**config.mk**
```make
export PLATFORM = sky130hd
export DESIGN_NAME = json_uart_top
export DESIGN_NICKNAME = d
export VERILOG_FILES = /design/src/json_pkg.sv /design/src/json_byte_if.sv /design/src/json_uart_top.sv /design/src/uart_tx.sv /design/src/json_sequencer.sv /design/src/field_formatter.sv /design/src/json_template.sv /design/src/json_csr.sv
export SDC_FILE = /design/constraint.sdc
export NUM_CORES = 1
export LEC_CHECK = 0
export BUFFER_PORTS_ARGS = -buffer_cell sky130_fd_sc_hd__buf_2
export CAP_MARGIN = 25
export CORE_MARGIN = 4
export CORE_UTILIZATION = 25
export CTS_CLUSTER_SIZE = 12
export DETAILED_ROUTE_END_ITERATION = 7
export PLACE_DENSITY = 0.45
export SYNTH_ARGS = -nofsm -noshare
export SYNTH_HDL_FRONTEND = slang
export SYNTH_SLANG_ARGS = --single-unit
```
**constraint.sdc**
```tcl
create_clock -name clk -period 5.1 [get_ports clk]
set_clock_uncertainty 0.15 [all_clocks]
set_input_delay 0.51 -clock clk [delete_from_list [all_inputs] [get_ports clk]]
set_output_delay 0.51 -clock clk [all_outputs]
set_load 0.005 [all_outputs]
```
**src/json_pkg.sv**
```systemverilog
package json_pkg;

    // Message and line timing
    localparam int MSG_LEN      = 23;                // {"T":d,"L":d.d,"R":d.d}
    localparam int CLKS_PER_BIT = 8;                 // Kept small for simulation
    localparam int BIT_CNT_W    = $clog2(CLKS_PER_BIT);
    localparam logic [BIT_CNT_W-1:0] BIT_CNT_END = BIT_CNT_W'(CLKS_PER_BIT - 1);

    // Field limits
    localparam int TENTHS_MAX = 10;                  // Prints as 1.0
    localparam int T_MAX      = 9;

    // Wishbone geometry
    localparam int WB_ADR_W = 3;
    localparam int WB_DAT_W = 8;

    // Register map
    localparam logic [WB_ADR_W-1:0] REG_T      = 3'd0;
    localparam logic [WB_ADR_W-1:0] REG_L      = 3'd1;
    localparam logic [WB_ADR_W-1:0] REG_R      = 3'd2;
    localparam logic [WB_ADR_W-1:0] REG_CTRL   = 3'd3;   // Bit 0 starts a send
    localparam logic [WB_ADR_W-1:0] REG_STATUS = 3'd4;   // Bit 0 busy, bit 1 done

    typedef enum logic [1:0] {FLD_T, FLD_L, FLD_R} field_id_e;

    typedef enum logic {ENT_LIT, ENT_SLOT} entry_kind_e;

    typedef struct packed {
        entry_kind_e kind;
        logic [7:0]  ch;       // Literal character, unused for slots
        field_id_e   fld;
        logic [1:0]  pos;      // 0 integer digit, 1 tenths digit
    } tmpl_entry_t;

    typedef struct packed {
        logic [3:0] t;
        logic [3:0] l;         // Tenths
        logic [3:0] r;         // Tenths
    } fields_t;

    typedef enum logic [1:0] {TX_IDLE, TX_START, TX_DATA, TX_STOP} tx_state_e;

endpackage
```
**src/json_byte_if.sv**
```systemverilog
`timescale 1ns/1ps

// Byte stream from the sequencer to the UART
interface json_byte_if;
    logic [7:0] data;
    logic       valid;
    logic       ready;
    logic       last;      // Final byte of a message

    modport src (
        output data, valid, last,
        input  ready
    );

    modport snk (
        input  data, valid, last,
        output ready
    );

endinterface

```
**src/json_uart_top.sv**
```systemverilog
`timescale 1ns/1ps

module json_uart_top (
    input  logic                          clk,
    input  logic                          rst,
    input  logic                          cyc,
    input  logic                          stb,
    input  logic                          we,
    input  logic [json_pkg::WB_ADR_W-1:0] adr,
    input  logic [json_pkg::WB_DAT_W-1:0] dat_w,
    output logic [json_pkg::WB_DAT_W-1:0] dat_r,
    output logic                          ack,
    output logic                          tx
);

    json_pkg::fields_t     fields;       // Host registers
    json_pkg::fields_t     fmt_fields;   // Snapshot used while sending
    json_pkg::tmpl_entry_t entry;
    json_pkg::field_id_e   fmt_fld;
    logic [1:0]            fmt_pos;
    logic [7:0]            fmt_ch;
    logic [4:0]            tmpl_addr;
    logic                  start_pulse;
    logic                  busy;
    logic                  done_pulse;

    json_byte_if byte_if ();

    json_csr u_csr (
        .clk(clk), .rst(rst), .cyc(cyc), .stb(stb), .we(we), .adr(adr),
        .dat_w(dat_w), .dat_r(dat_r), .ack(ack), .fields(fields),
        .start_pulse(start_pulse), .busy(busy), .done_pulse(done_pulse)
    );

    json_template u_template (.addr(tmpl_addr), .entry(entry));

    field_formatter u_fmt (.fld(fmt_fld), .pos(fmt_pos), .fields(fmt_fields), .ch(fmt_ch));

    json_sequencer u_seq (
        .clk(clk), .rst(rst), .fields(fields), .start_pulse(start_pulse),
        .busy(busy), .done_pulse(done_pulse), .tmpl_addr(tmpl_addr), .entry(entry),
        .fmt_fld(fmt_fld), .fmt_pos(fmt_pos), .fmt_fields(fmt_fields), .fmt_ch(fmt_ch),
        .out(byte_if.src)
    );

    uart_tx u_uart (.clk(clk), .rst(rst), .in(byte_if.snk), .tx(tx));

endmodule

```
**src/uart_tx.sv**
```systemverilog
`timescale 1ns/1ps

module uart_tx (
    input  logic     clk,
    input  logic     rst,
    json_byte_if.snk in,
    output logic     tx
);

    json_pkg::tx_state_e               state;
    logic [json_pkg::BIT_CNT_W-1:0]    cnt;       // Clocks within a bit
    logic [2:0]                        bit_idx;   // Data bit number
    logic [7:0]                        shreg;     // LSB goes out first
    logic                              bit_end;

    assign in.ready = (state == json_pkg::TX_IDLE);
    assign bit_end  = (cnt == json_pkg::BIT_CNT_END);

    always_ff @(posedge clk or posedge rst) begin
        if (rst) begin
            state   <= json_pkg::TX_IDLE;
            cnt     <= '0;
            bit_idx <= '0;
            tx      <= 1'b1;                 // Idle line
        end else begin
            case (state)
                json_pkg::TX_IDLE: begin
                    if (in.valid) begin
                        tx    <= 1'b0;       // Start bit
                        cnt   <= '0;
                        state <= json_pkg::TX_START;
                    end
                end
                json_pkg::TX_START: begin
                    cnt <= cnt + 1'b1;
                    if (bit_end) begin
                        tx      <= shreg[0];
                        bit_idx <= '0;
                        state   <= json_pkg::TX_DATA;
                    end
                end
                json_pkg::TX_DATA: begin
                    cnt <= cnt + 1'b1;
                    if (bit_end) begin
                        if (bit_idx == 3'd7) begin
                            tx    <= 1'b1;   // Stop bit
                            state <= json_pkg::TX_STOP;
                        end else begin
                            tx      <= shreg[1];
                            bit_idx <= bit_idx + 3'd1;
                        end
                    end
                end
                default: begin               // TX_STOP
                    cnt <= cnt + 1'b1;
                    if (bit_end) begin
                        state <= json_pkg::TX_IDLE;
                    end
                end
            endcase
        end
    end

    // Shift register is payload only
    always_ff @(posedge clk) begin
        if (state == json_pkg::TX_IDLE && in.valid) begin
            shreg <= in.data;
        end else if (state == json_pkg::TX_DATA && bit_end) begin
            shreg <= shreg >> 1;
        end
    end

    // Line rests high whenever a new byte can be taken
    assert property (@(posedge clk) disable iff (rst) in.ready |-> tx);

endmodule

```
**src/json_sequencer.sv**
```systemverilog
`timescale 1ns/1ps

module json_sequencer (
    input  logic                  clk,
    input  logic                  rst,
    input  json_pkg::fields_t     fields,
    input  logic                  start_pulse,
    output logic                  busy,
    output logic                  done_pulse,
    output logic [4:0]            tmpl_addr,
    input  json_pkg::tmpl_entry_t entry,
    output json_pkg::field_id_e   fmt_fld,
    output logic [1:0]            fmt_pos,
    output json_pkg::fields_t     fmt_fields,
    input  logic [7:0]            fmt_ch,
    json_byte_if.src              out
);

    logic [4:0]        idx;        // Template position
    logic              valid_q;
    logic              is_last;
    logic              xfer;
    json_pkg::fields_t fields_q;   // Snapshot for the whole message

    assign xfer    = out.valid && out.ready;
    assign is_last = (idx == 5'(json_pkg::MSG_LEN - 1));

    // Template and formatter both look at the current index
    assign tmpl_addr  = idx;
    assign fmt_fld    = entry.fld;
    assign fmt_pos    = entry.pos;
    assign fmt_fields = fields_q;

    // Literal or digit
    assign out.data  = (entry.kind == json_pkg::ENT_LIT) ? entry.ch : fmt_ch;
    assign out.valid = valid_q;
    assign out.last  = is_last;

    always_ff @(posedge clk or posedge rst) begin
        if (rst) begin
            idx        <= '0;
            valid_q    <= 1'b0;
            busy       <= 1'b0;
            done_pulse <= 1'b0;
        end else begin
            done_pulse <= 1'b0;
            if (!busy) begin
                if (start_pulse) begin
                    busy    <= 1'b1;
                    valid_q <= 1'b1;       // First byte next cycle
                    idx     <= '0;
                end
            end else if (xfer) begin
                if (is_last) begin
                    valid_q    <= 1'b0;
                    busy       <= 1'b0;
                    done_pulse <= 1'b1;
                end else begin
                    idx <= idx + 5'd1;     // Step only on handshake
                end
            end
        end
    end

    // Latch fields at start so host writes during a send land in the next one
    always_ff @(posedge clk) begin
        if (start_pulse && !busy) begin
            fields_q <= fields;
        end
    end

    // Byte held steady under back-pressure from the UART
    assert property (@(posedge clk) disable iff (rst)
        out.valid && !out.ready |=> $stable(out.data));

endmodule

```
**src/field_formatter.sv**
```systemverilog
`timescale 1ns/1ps

module field_formatter (
    input  json_pkg::field_id_e fld,
    input  logic [1:0]          pos,
    input  json_pkg::fields_t   fields,
    output logic [7:0]          ch
);

    logic [3:0] raw;
    logic [3:0] limit;
    logic [3:0] sat;       // Clamped value

    always_comb begin
        case (fld)
            json_pkg::FLD_T: begin
                raw   = fields.t;
                limit = 4'(json_pkg::T_MAX);
            end
            json_pkg::FLD_L: begin
                raw   = fields.l;
                limit = 4'(json_pkg::TENTHS_MAX);
            end
            default: begin
                raw   = fields.r;
                limit = 4'(json_pkg::TENTHS_MAX);
            end
        endcase
        sat = (raw > limit) ? limit : raw;

        if (fld == json_pkg::FLD_T) begin
            ch = 8'h30 + {4'h0, sat};                                   // Single digit
        end else if (pos == 2'd0) begin
            ch = (sat == 4'(json_pkg::TENTHS_MAX)) ? 8'h31 : 8'h30;     // 1 only at 1.0
        end else begin
            ch = (sat == 4'(json_pkg::TENTHS_MAX)) ? 8'h30 : 8'h30 + {4'h0, sat};
        end
    end

endmodule

```
**src/json_template.sv**
```systemverilog
`timescale 1ns/1ps

module json_template (
    input  logic [4:0]            addr,
    output json_pkg::tmpl_entry_t entry
);

    function automatic json_pkg::tmpl_entry_t lit(input logic [7:0] c);
        return '{kind: json_pkg::ENT_LIT, ch: c, fld: json_pkg::FLD_T, pos: 2'd0};
    endfunction

    function automatic json_pkg::tmpl_entry_t slot(input json_pkg::field_id_e f,
                                                   input logic [1:0] p);
        return '{kind: json_pkg::ENT_SLOT, ch: 8'h30, fld: f, pos: p};
    endfunction

    // {"T":d,"L":d.d,"R":d.d}
    always_comb begin
        case (addr)
            5'd0:    entry = lit("{");
            5'd1:    entry = lit("\"");
            5'd2:    entry = lit("T");
            5'd3:    entry = lit("\"");
            5'd4:    entry = lit(":");
            5'd5:    entry = slot(json_pkg::FLD_T, 2'd0);
            5'd6:    entry = lit(",");
            5'd7:    entry = lit("\"");
            5'd8:    entry = lit("L");
            5'd9:    entry = lit("\"");
            5'd10:   entry = lit(":");
            5'd11:   entry = slot(json_pkg::FLD_L, 2'd0);   // Integer digit
            5'd12:   entry = lit(".");
            5'd13:   entry = slot(json_pkg::FLD_L, 2'd1);   // Tenths
            5'd14:   entry = lit(",");
            5'd15:   entry = lit("\"");
            5'd16:   entry = lit("R");
            5'd17:   entry = lit("\"");
            5'd18:   entry = lit(":");
            5'd19:   entry = slot(json_pkg::FLD_R, 2'd0);
            5'd20:   entry = lit(".");
            5'd21:   entry = slot(json_pkg::FLD_R, 2'd1);
            5'd22:   entry = lit("}");
            default: entry = lit(" ");   // Past the end, never sent
        endcase
    end

endmodule

```
**src/json_csr.sv**
```systemverilog
`timescale 1ns/1ps

module json_csr (
    input  logic                          clk,
    input  logic                          rst,
    input  logic                          cyc,
    input  logic                          stb,
    input  logic                          we,
    input  logic [json_pkg::WB_ADR_W-1:0] adr,
    input  logic [json_pkg::WB_DAT_W-1:0] dat_w,
    output logic [json_pkg::WB_DAT_W-1:0] dat_r,
    output logic                          ack,
    output json_pkg::fields_t             fields,
    output logic                          start_pulse,
    input  logic                          busy,
    input  logic                          done_pulse
);

    logic                          req;        // Cycle open, not yet acked
    logic                          start_ok;
    logic                          done_q;     // Sticky done
    logic [json_pkg::WB_DAT_W-1:0] rd_mux;

    assign req      = cyc && stb && !ack;
    assign start_ok = req && we && (adr == json_pkg::REG_CTRL) && dat_w[0] && !busy;

    // Read mux
    always_comb begin
        case (adr)
            json_pkg::REG_T:      rd_mux = {4'h0, fields.t};
            json_pkg::REG_L:      rd_mux = {4'h0, fields.l};
            json_pkg::REG_R:      rd_mux = {4'h0, fields.r};
            json_pkg::REG_STATUS: rd_mux = {6'h00, done_q | done_pulse, busy};
            default:              rd_mux = '0;   // CTRL reads zero
        endcase
    end

    always_ff @(posedge clk or posedge rst) begin
        if (rst) begin
            ack         <= 1'b0;
            start_pulse <= 1'b0;
            done_q      <= 1'b0;
            fields      <= '0;
        end else begin
            ack         <= req;          // One cycle after stb
            start_pulse <= start_ok;     // Lines up with ack
            if (start_ok) begin
                done_q <= 1'b0;          // New send clears done
            end else if (done_pulse) begin
                done_q <= 1'b1;
            end
            if (req && we) begin
                case (adr)
                    json_pkg::REG_T: fields.t <= dat_w[3:0];
                    json_pkg::REG_L: fields.l <= dat_w[3:0];
                    json_pkg::REG_R: fields.r <= dat_w[3:0];
                    default: ;           // CTRL goes through start_ok and STATUS is read only
                endcase
            end
        end
    end

    // Read data captured with the request and held through ack
    always_ff @(posedge clk) begin
        if (req && !we) begin
            dat_r <= rd_mux;
        end
    end

    // Master holds stb until it sees ack
    assert property (@(posedge clk) disable iff (rst) ack |-> stb);

endmodule

```
==> results.toml, run 1 <==
[die]
coreArea_sq_um = 12010
dieArea_sq_um = 14080
die_w_microns = 118.6
die-height_microns = 118.6
start_util_pct = 25.48
core.rowCount = 40
io_pins = 26

[finish]
ff_latch_area_sq_um = 1493
syn_to_final_growth_pct = 12.10
n_antenna_cell = 0
nNetsFinal = 351
final_util_pct = 28.56
fin_area_sq_um = 3431
fillers = 1266
finalNonFillerCells = 466
multi_input_area_sq_um = 1443
drive_gt1_share_pct = 13.17

[grt]
antenna_found_initial = 0
overflow = 0
grt_start_max_net_pins = 33
grt_usage_pct = 9.076
first_global_vias = 2148
grt_pass1_wl_microns = 10560

[synthesis]
synth_edf_count = 23
synth-seq-cells = 55
syn_area_sq_um = 3060
yosysWarningCount = 0
ys_seq_area_share_pct = 48.77
avgSynthCellArea_sq_um = 10.00
ys_types = 49
syn_inst = 306
async_flop_share_pct = 58.18
synth_ff_type = "dfrtp_1"

[pwr]
ir_drop_uv = 189.7
powerDensity_nw_per_um2 = 380.0
p_leak_nw = 1.407
power.total_mw = 1.304

[clocking]
insertion_delay_ps = 290
h-tree-depth = 2
clkTransAtPathRegs_ps = 70
cts_tree = "done"
post_cts_buffers = 0
cts_sinks = 55
ctsResizeCount = 0
clk_path_buf_depth = 2
cts_buffers = 5
cts.root.buffer_cell = "clkbuf_16"
cts_hold_buf = 0

[drt]
totalWireLength_microns = 6276
antenna_left = 0
viasPerCell = 4.706
post_drt_wl_per_cell_microns = 13.47
dr.pass1.iters = 4
vias = 2193
first_iter_violations = 115
drc_errors = 0

[worst_setup_path]
cp.required_ps = 4990
cp_max_fo = 23
start_kind = "register"
worstPathArrival_ps = 3470
crit_type = "register to register"
worstSetupEndpointType = "register"

[place]
placement.io_buffers = 17
dp_cells = 458
gp_congestion = 0.7547
placed_cell_area_sq_um = 3261
post-dp-hpwl_microns = 4592
dp_slack_ps = 1575

[outcome]
status = "completed"

[timing]
fin_tns_setup_ps = 0
setup_ws_ps = 1521
finalSetupViolations = 0
whs_ps = 152.8
slew-limit-headroom_pct = 46.91
fin_crit_ps = 3579
timing.final.max_slew_violations = 0
rsz0062_at_grt = "no"
period_share_pct = 70.17
hold_viol_final = 0
tightestPinTransition_ps = 796.3
fmax_mhz = 279.4

[flow_run]
drv_cap = 0

[min_path]
min_path_type = "input pin to async pin"
-- kinds of logic (layout without fill, tap and decap cells) --
family | Yosys count | in the layout | share of synthesized area, %
AND/OR/NAND/NOR | 110 | 110 | 16.76
multiplexers | 22 | 22 | 7.727
XOR/XNOR | 4 | 4 | 1.390
adder cells (fa/ha/maj) | 17 | 17 | 6.950
AO/OA/AOI/OAI | 68 | 68 | 13.82
flip-flops | 55 | 55 | 48.77
buffers and inverters | 29 | 39 | 4.456
other | 1 | 4 | 0.1225
-- worst max-delay path, cell delays in order, from the launching register on --
cell	delay [ps]
dfrtp_1	820
nor2b_1	640
nand3_1	140
nand3_1	180
ha_1	270
nor2b_1	130
a2bb2oi_1	120
a21oi_1	290
nor2_1	90
mux2i_1	140
or3_1	350
-- power by group --
group          internal [mW]  switching [mW]  total, mW
logic                  0.137           0.179      0.315
clock network          0.236           0.160      0.396
registers              0.538          0.0545      0.592
total                  0.910           0.394       1.30
-- metal layers --
| layer | wire length, microns | vias to the layer above | track usage, % |
|---|---|---|---|
| met2 | 2891 | 29 | 14.28 |
| met3 | 233 | 4 | 1.962 |
| met1 | 3086 | 1049 | 12.55 |
| met4 | 64 | 0 | 2.607 |
| met5 | 0 | - | 0 |
| li1 | - | 1111 | - |
-- synth_stat cells (6+ instances only) --
cell	instances	area [sq um]
a21oi_1	15	75.07
clkbuf_1	6	22.52
dfrtp_1	31	775.7
edfxtp_1	23	690.7
ha_1	17	212.7
inv_1	12	45.04
mux2_2	13	146.4
mux2i_1	9	90.09
nand2_1	31	116.4
nand3_1	13	65.06
nor2_1	33	123.9
nor2b_1	9	56.30
nor3_1	6	30.03
o21ai_0	19	95.09
-- layout by cell type (no fill, tap or decap), types with 13 or more instances in the layout --
master	netlist	routed
nor2_1	33	33
nand2_1	31	31
dfrtp_1	31	31
edfxtp_1	23	23
o21ai_0	19	19
ha_1	17	17
buf_2	4	17
a21oi_1	15	15
nand3_1	13	13
mux2_2	13	13
-- final timing paths --
kind	start	endpoint	slack (ps)	depth (start not counted)
setup / recovery	u_seq.tmpl_addr[4]	u_uart.shreg[0]	1520	10
hold / removal	rst	u_uart.state[1]	150	3
setup reg to reg	u_seq.tmpl_addr[4]	u_uart.shreg[0]	1520	10
hold reg to reg	u_csr.fields[4]	u_seq.fmt_fields[4]	330	0
max in group asynchronous	rst	u_uart.tx	4310	3
min in group clk	dat_w[3]	u_csr.fields[7]	320	2
-- registers in the layout, indices dropped and copies added, names as in the netlist, 2 cells and up --
signal,cells
u_csr.dat_r,4
u_csr.fields,12
u_seq.fmt_fields,12
u_seq.tmpl_addr,5
u_uart.bit_idx,3
u_uart.cnt,3
u_uart.shreg,7
u_uart.state,2
-- area by class of cell --
type	instances	area share, %
clock buffer	6	3.756
clock inverter	2	1.204
inverter	13	1.422
multi-input combinational	225	42.05
sequential	55	43.51
tap	147	5.361
timing repair buffer	18	2.699
Note: power is estimated with default switching activity, not from simulation.
==> run 2, diff against run 1 <==
--- a/config.mk
+++ b/config.mk
@@ -11,7 +11,7 @@
 export CORE_UTILIZATION = 25
 export CTS_CLUSTER_SIZE = 12
 export DETAILED_ROUTE_END_ITERATION = 7
-export PLACE_DENSITY = 0.45
+export PLACE_DENSITY = 0.46
 export SYNTH_ARGS = -nofsm -noshare
 export SYNTH_HDL_FRONTEND = slang
 export SYNTH_SLANG_ARGS = --single-unit
==> constraint.sdc (replaced) <==
create_clock -name clk -period 2.9 [get_ports clk]
set_clock_uncertainty 0.15 [all_clocks]
set_input_delay 0.29 -clock clk [delete_from_list [all_inputs] [get_ports clk]]
set_output_delay 0.29 -clock clk [all_outputs]
set_load 0.005 [all_outputs]
==> run 2 against run 1 <==
Compared with the run above: worst setup slack got worse by 1400 ps; sequential share of layout area down 2.8 points; total power increased by 74%; register-to-register slack got worse by 1400 ps; final area increased by 6.9%; sequential power up 76%; critical path type unchanged.
==> results.toml, run 2 (synthesis results as in run 1) <==
[worst_setup_path]
crit_type = "register to register"
r2r_cells = 12
start_kind = "register"
max_stage_delay_ps = 420
worstPathArrival_ps = 2710
critical_path.top_delay_family = "simple AND/OR/NAND/NOR gates"
r2r-end = "u_uart.shreg[0]"
path_common_cell = "ha_4"
worstSetupEndpointType = "register"
cp.buffers_inverters = 1
cp.required_ps = 2790
cp_max_fo = 7
regToRegSetupSlack_ps = 80
reg2reg_from = "u_seq.tmpl_addr[1]"
worst_path_max_delay_cell = "dfrtp_1"
cp_cell_sequence = "inv_2 > ha_4 > mux2_4 > nand3_1 > nand3_2 > ha_4 > nor2b_4 > a2bb2oi_2 > a21oi_2 > nor2_1 > mux2i_1 > or3_1"

[grt]
grt_pass1_wl_microns = 11160
first_global_vias = 2300
antenna_found_initial = 0
grt_start_max_net_pins = 33
grt_usage_pct = 9.533
overflow = 0

[pwr]
powerDensity_nw_per_um2 = 617.6
p_leak_nw = 1.525
ir_drop_uv = 350.3

[place]
placement.io_buffers = 17
placed_cell_area_sq_um = 3423
dp_slack_ps = -60.80
gp_congestion = 0.8146
dp_cells = 476
post-dp-hpwl_microns = 4971

[finish]
final_util_pct = 30.52
fin_area_sq_um = 3666
final_common_cell = "nor2_1"
final_cell_mix = "nor2_1 (33), nand2_1 (31), dfrtp_1 (30)"
drive_gt1_share_pct = 21.93
multi_input_area_sq_um = 1524
fillers = 1262
finalNonFillerCells = 489
ff_latch_area_sq_um = 1494
syn_to_final_growth_pct = 19.79
nNetsFinal = 374
n_antenna_cell = 0

[clocking]
cts_tree = "done"
cts_sinks = 55
cts_buffers = 5
insertion_delay_ps = 290
h-tree-depth = 2
clkTransAtPathRegs_ps = 70
cts.root.buffer_cell = "clkbuf_16"
clk_path_buf_depth = 2

[min_path]
min_path_cells = 2
min_path_type = "input pin to register"
min_to = "u_csr.fields[10]"
worstHoldStart = "dat_w[2]"

[die]
start_util_pct = 25.48
io_pins = 26
die-height_microns = 118.6
die_w_microns = 118.6
coreArea_sq_um = 12010
core.rowCount = 40
dieArea_sq_um = 14080

[drt]
dr.pass1.iters = 4
antenna_left = 0
first_iter_violations = 63
viasPerCell = 4.695
post_drt_wl_per_cell_microns = 13.63
drc_errors = 0
totalWireLength_microns = 6666
vias = 2296

[timing]
whs_ps = 108.5
finalSetupViolations = 0
slew-limit-headroom_pct = 59.60
hold_viol_final = 0
rsz0062_at_grt = "yes"
tightestPinTransition_ps = 605.3
setup_ws_ps = 79.64
fmax_mhz = 354.6
fin_crit_ps = 2820
timing.final.max_slew_violations = 0
period_share_pct = 97.25

[outcome]
status = "completed"

[flow_run]
drv_cap = 0
## run 2: worst max path at each step
stage                  startpoint               to  slack, ps  depth (start not counted)
6_report       u_seq.tmpl_addr[1]  u_uart.shreg[0]         80                         12
5_1_grt        u_seq.tmpl_addr[1]  u_uart.shreg[0]        -60                         12
4_1_cts        u_seq.tmpl_addr[1]  u_uart.shreg[0]         10                         12
3_5_place_dp   u_seq.tmpl_addr[1]  u_uart.shreg[0]        -60                         12
3_3_place_gp   u_seq.tmpl_addr[1]  u_uart.shreg[0]         30                         12
2_1_floorplan  u_seq.tmpl_addr[1]  u_uart.shreg[0]          5                         13
## run 2: layout make-up
type | instances | share of cell area (%)
multi-input cells | 225 | 41.57
repair buffers | 41 | 7.304
well taps | 147 | 5.017
clock buffers | 5 | 3.413
flip-flops and latches | 55 | 40.75
clock inverters | 3 | 0.6143
inverters | 13 | 1.331
## run 2: power breakdown
part / switching (mW) / internal [mW]
clock: 0.284 / 0.324
sequential: 0.0897 / 0.948
combinational: 0.337 / 0.282
## run 2: repair_timing
item,in CTS,in global routing
endpoints found under the setup margin,1,2
pin swaps,3,7
setup buffers,1,3
endpoints found under the hold margin,31,0
hold buffers,1,0
resized for setup,2,7
## run 2: per-stage QoR
| stage | setup TNS [ps] | power [mW] |
|---|---|---|
| floorplan | 0 | 1.472 |
| global placement | 0 | 1.634 |
| detailed placement | -60.80 | 1.650 |
| CTS | 0 | 2.271 |
| global route | -57.39 | 2.430 |
| finish | 0 | 2.264 |
## run 2: worst register-to-register path: cells and delay by family, from the launching register on
| family | cells | cell delay [ps] |
|---|---|---|
| adders and majority gates | 2 | 440 |
| muxes | 2 | 410 |
| DFF | 1 | 420 |
| AOI/OAI and AO/OA | 2 | 320 |
| buffers and inverters | 1 | 70 |
| and+or+nand+nor | 5 | 760 |
## run 2: routing by layer
layer	part of all wire [%]	vias up	GRT usage, %	routed length (microns)
li1	-	1160	-	-
met3	2.1	5	1.579	139
met5	0	-	0	0
met4	0.80	0	2.172	53
met1	49	1108	12.80	3280
met2	48	23	16.09	3193
==> run 3, diff against run 2 <==
--- a/config.mk
+++ b/config.mk
@@ -7,11 +7,12 @@
 export LEC_CHECK = 0
 export BUFFER_PORTS_ARGS = -buffer_cell sky130_fd_sc_hd__buf_2
 export CAP_MARGIN = 25
-export CORE_MARGIN = 4
+export CORE_MARGIN = 2
 export CORE_UTILIZATION = 25
 export CTS_CLUSTER_SIZE = 12
 export DETAILED_ROUTE_END_ITERATION = 7
-export PLACE_DENSITY = 0.46
+export PLACE_DENSITY = 0.45
 export SYNTH_ARGS = -nofsm -noshare
 export SYNTH_HDL_FRONTEND = slang
 export SYNTH_SLANG_ARGS = --single-unit
+export TNS_END_PERCENT = 20
==> constraint.sdc (replaced) <==
create_clock -name clk -period 2.6 [get_ports clk]
set_clock_uncertainty 0.15 [all_clocks]
set_input_delay 0.26 -clock clk [delete_from_list [all_inputs] [get_ports clk]]
set_output_delay 0.26 -clock clk [all_outputs]
set_load 0.005 [all_outputs]
==> run 3 against run 2 <==
Compared with the run above: the run now ends with negative setup slack left; wire length rose by 1.6%; maximum frequency is 3.1% higher; critical path type unchanged; worst setup slack got worse by 210 ps; worst hold slack lost 40 ps; via count increased by 2.0%; critical endpoint unchanged; clock power increased by 17%; register-to-register slack worse by 210 ps; global-route usage rose by 1.6 points; first-iteration DRC count grew 30%; highest routed layer unchanged; total power rose by 14%.
==> results.toml, run 3 (synthesis results as in run 1) <==
[clocking]
cts_tree = "done"
h-tree-depth = 2
clk_path_buf_depth = 2
cts_buffers = 5
cts.root.buffer_cell = "clkbuf_16"
clkTransAtPathRegs_ps = 80
insertion_delay_ps = 300
cts_sinks = 55

[worst_setup_path]
crit_type = "register to register"
cp.required_ps = 2500
start_kind = "register"
worstSetupEndpointType = "register"
cp_max_fo = 7
worstPathArrival_ps = 2640

[timing]
fin_tns_setup_ps = -135.3
hold_viol_final = 0
timing.final.max_slew_violations = 0
fin_crit_ps = 2735
fmax_mhz = 365.6
rsz0062_at_grt = "yes"
setup_ws_ps = -135.3
tightestPinTransition_ps = 845.9
period_share_pct = 105.2
finalSetupViolations = 1
whs_ps = 68.15
slew-limit-headroom_pct = 43.55

[place]
gp_congestion = 0.8126
dp_cells = 483
post-dp-hpwl_microns = 5095
placement.io_buffers = 17

[finish]
drive_gt1_share_pct = 25.29
final_cell_mix = "nor2_1 (32), nand2_1 (31), buf_4 (29), dfrtp_1 (29), edfxtp_1 (23)"
finalNonFillerCells = 495
nNetsFinal = 380
fillers = 1200
syn_to_final_growth_pct = 22.49
n_antenna_cell = 0
final_util_pct = 31.34
final_common_cell = "nor2_1"

[drt]
totalWireLength_microns = 6772
wl_met2_microns = 3200
drt-met1-wl_microns = 3182
first_iter_violations = 82
dr.pass1.iters = 4
met3_wirelength_microns = 261
top_layer_used = "met4"
antenna_left = 0
post_drt_wl_per_cell_microns = 13.68
drc_errors = 0
viasPerCell = 4.731
vias = 2342

[die]
io_pins = 26
core.rowCount = 40
dieArea_sq_um = 13140
start_util_pct = 25.59
coreArea_sq_um = 11960
die_w_microns = 114.6
die-height_microns = 114.6

[grt]
grt_pass1_wl_microns = 11480
overflow = 0
grt_start_max_net_pins = 22
first_global_vias = 2272
grt_usage_pct = 11.11
antenna_found_initial = 0

[pwr]
ir_drop_uv = 296.7
p_leak_nw = 1.556
powerDensity_nw_per_um2 = 685.8

[outcome]
status = "finished with violations"
violations = "negative setup slack"

[min_path]
min_path_type = "input pin to register"

[flow_run]
drv_cap = 0
## run 3: cell types whose count changed in the layout (fill, tap and decap cells not counted), sizes merged
cell and delta:
clkinvlp -1, buf +6, inv +2, clkinv -1
## run 3: through the flow
stage                     setup slack, ps  total power [mW]  instance area (sq um)
final                              -135.3             2.571                   3749
after floorplan                    -230.0             1.658                   3164
after global routing               -259.7             2.762                   3749
after CTS                          -143.1             2.598                   3741
after detailed placement           -295.8             1.869                   3541
after global placement             -254.4             1.857                   3541
## run 3: area by class of cell
type	instances	area, sq um	share of cell area (%)
Multi-Input combinational cell	225	1554	41.46
Clock inverter	3	26.28	0.7009
Inverter	13	51.30	1.368
Sequential cell	55	1495	39.89
Timing Repair Buffer	47	312.8	8.344
Clock buffer	5	125.1	3.338
Tap cell	147	183.9	4.907
## run 3: worst paths after layout
check,startpoint,endpoint,slack [ps],depth (start not counted)
setup / recovery,u_seq.tmpl_addr[0],u_uart.shreg[0],-140,11
hold / removal,dat_w[3],u_csr.fields[7],70,2
setup reg to reg,u_seq.tmpl_addr[0],u_uart.shreg[0],-140,11
hold reg to reg,u_csr.ack,u_csr.ack,330,1
max in group asynchronous,rst,u_csr.fields[7],1080,4
min in group asynchronous,rst,u_uart.state[0],520,3
## run 3: report_power, final
| group | internal [mW] | switching (mW) | total, mW |
|---|---|---|---|
| logic | 0.317 | 0.382 | 0.699 |
| registers | 1.06 | 0.103 | 1.16 |
| clock network | 0.369 | 0.342 | 0.712 |
| total | 1.74 | 0.827 | 2.57 |
## run 3: critical path, stage by stage (launching register included)
cell and delay, ps:
dfrtp_2 450, ha_4 180, mux2_4 330, nand3_4 80
nand3_4 90, ha_4 230, nor2b_2 150, a2bb2oi_2 130
a21oi_2 170, buf_4 150, o21ai_0 70, or3_1 300
## run 3: per-layer routing
metal / GRT usage [%] / vias up
met3: 2.223 / 7
met1: 15.05 / 1111
met4: 4.634 / 0
met5: 0 / -
met2: 17.32 / 51
li1: - / 1173
## run 3: timing repair
| action | CTS | global route |
|---|---|---|
| setup buffers | 3 | 0 |
| pin swaps | 4 | 1 |
| hold endpoints to repair | 1 | 0 |
| setup endpoints to repair | 3 | 3 |
| gates resized for setup | 4 | 2 |
| hold buffers | 1 | 0 |
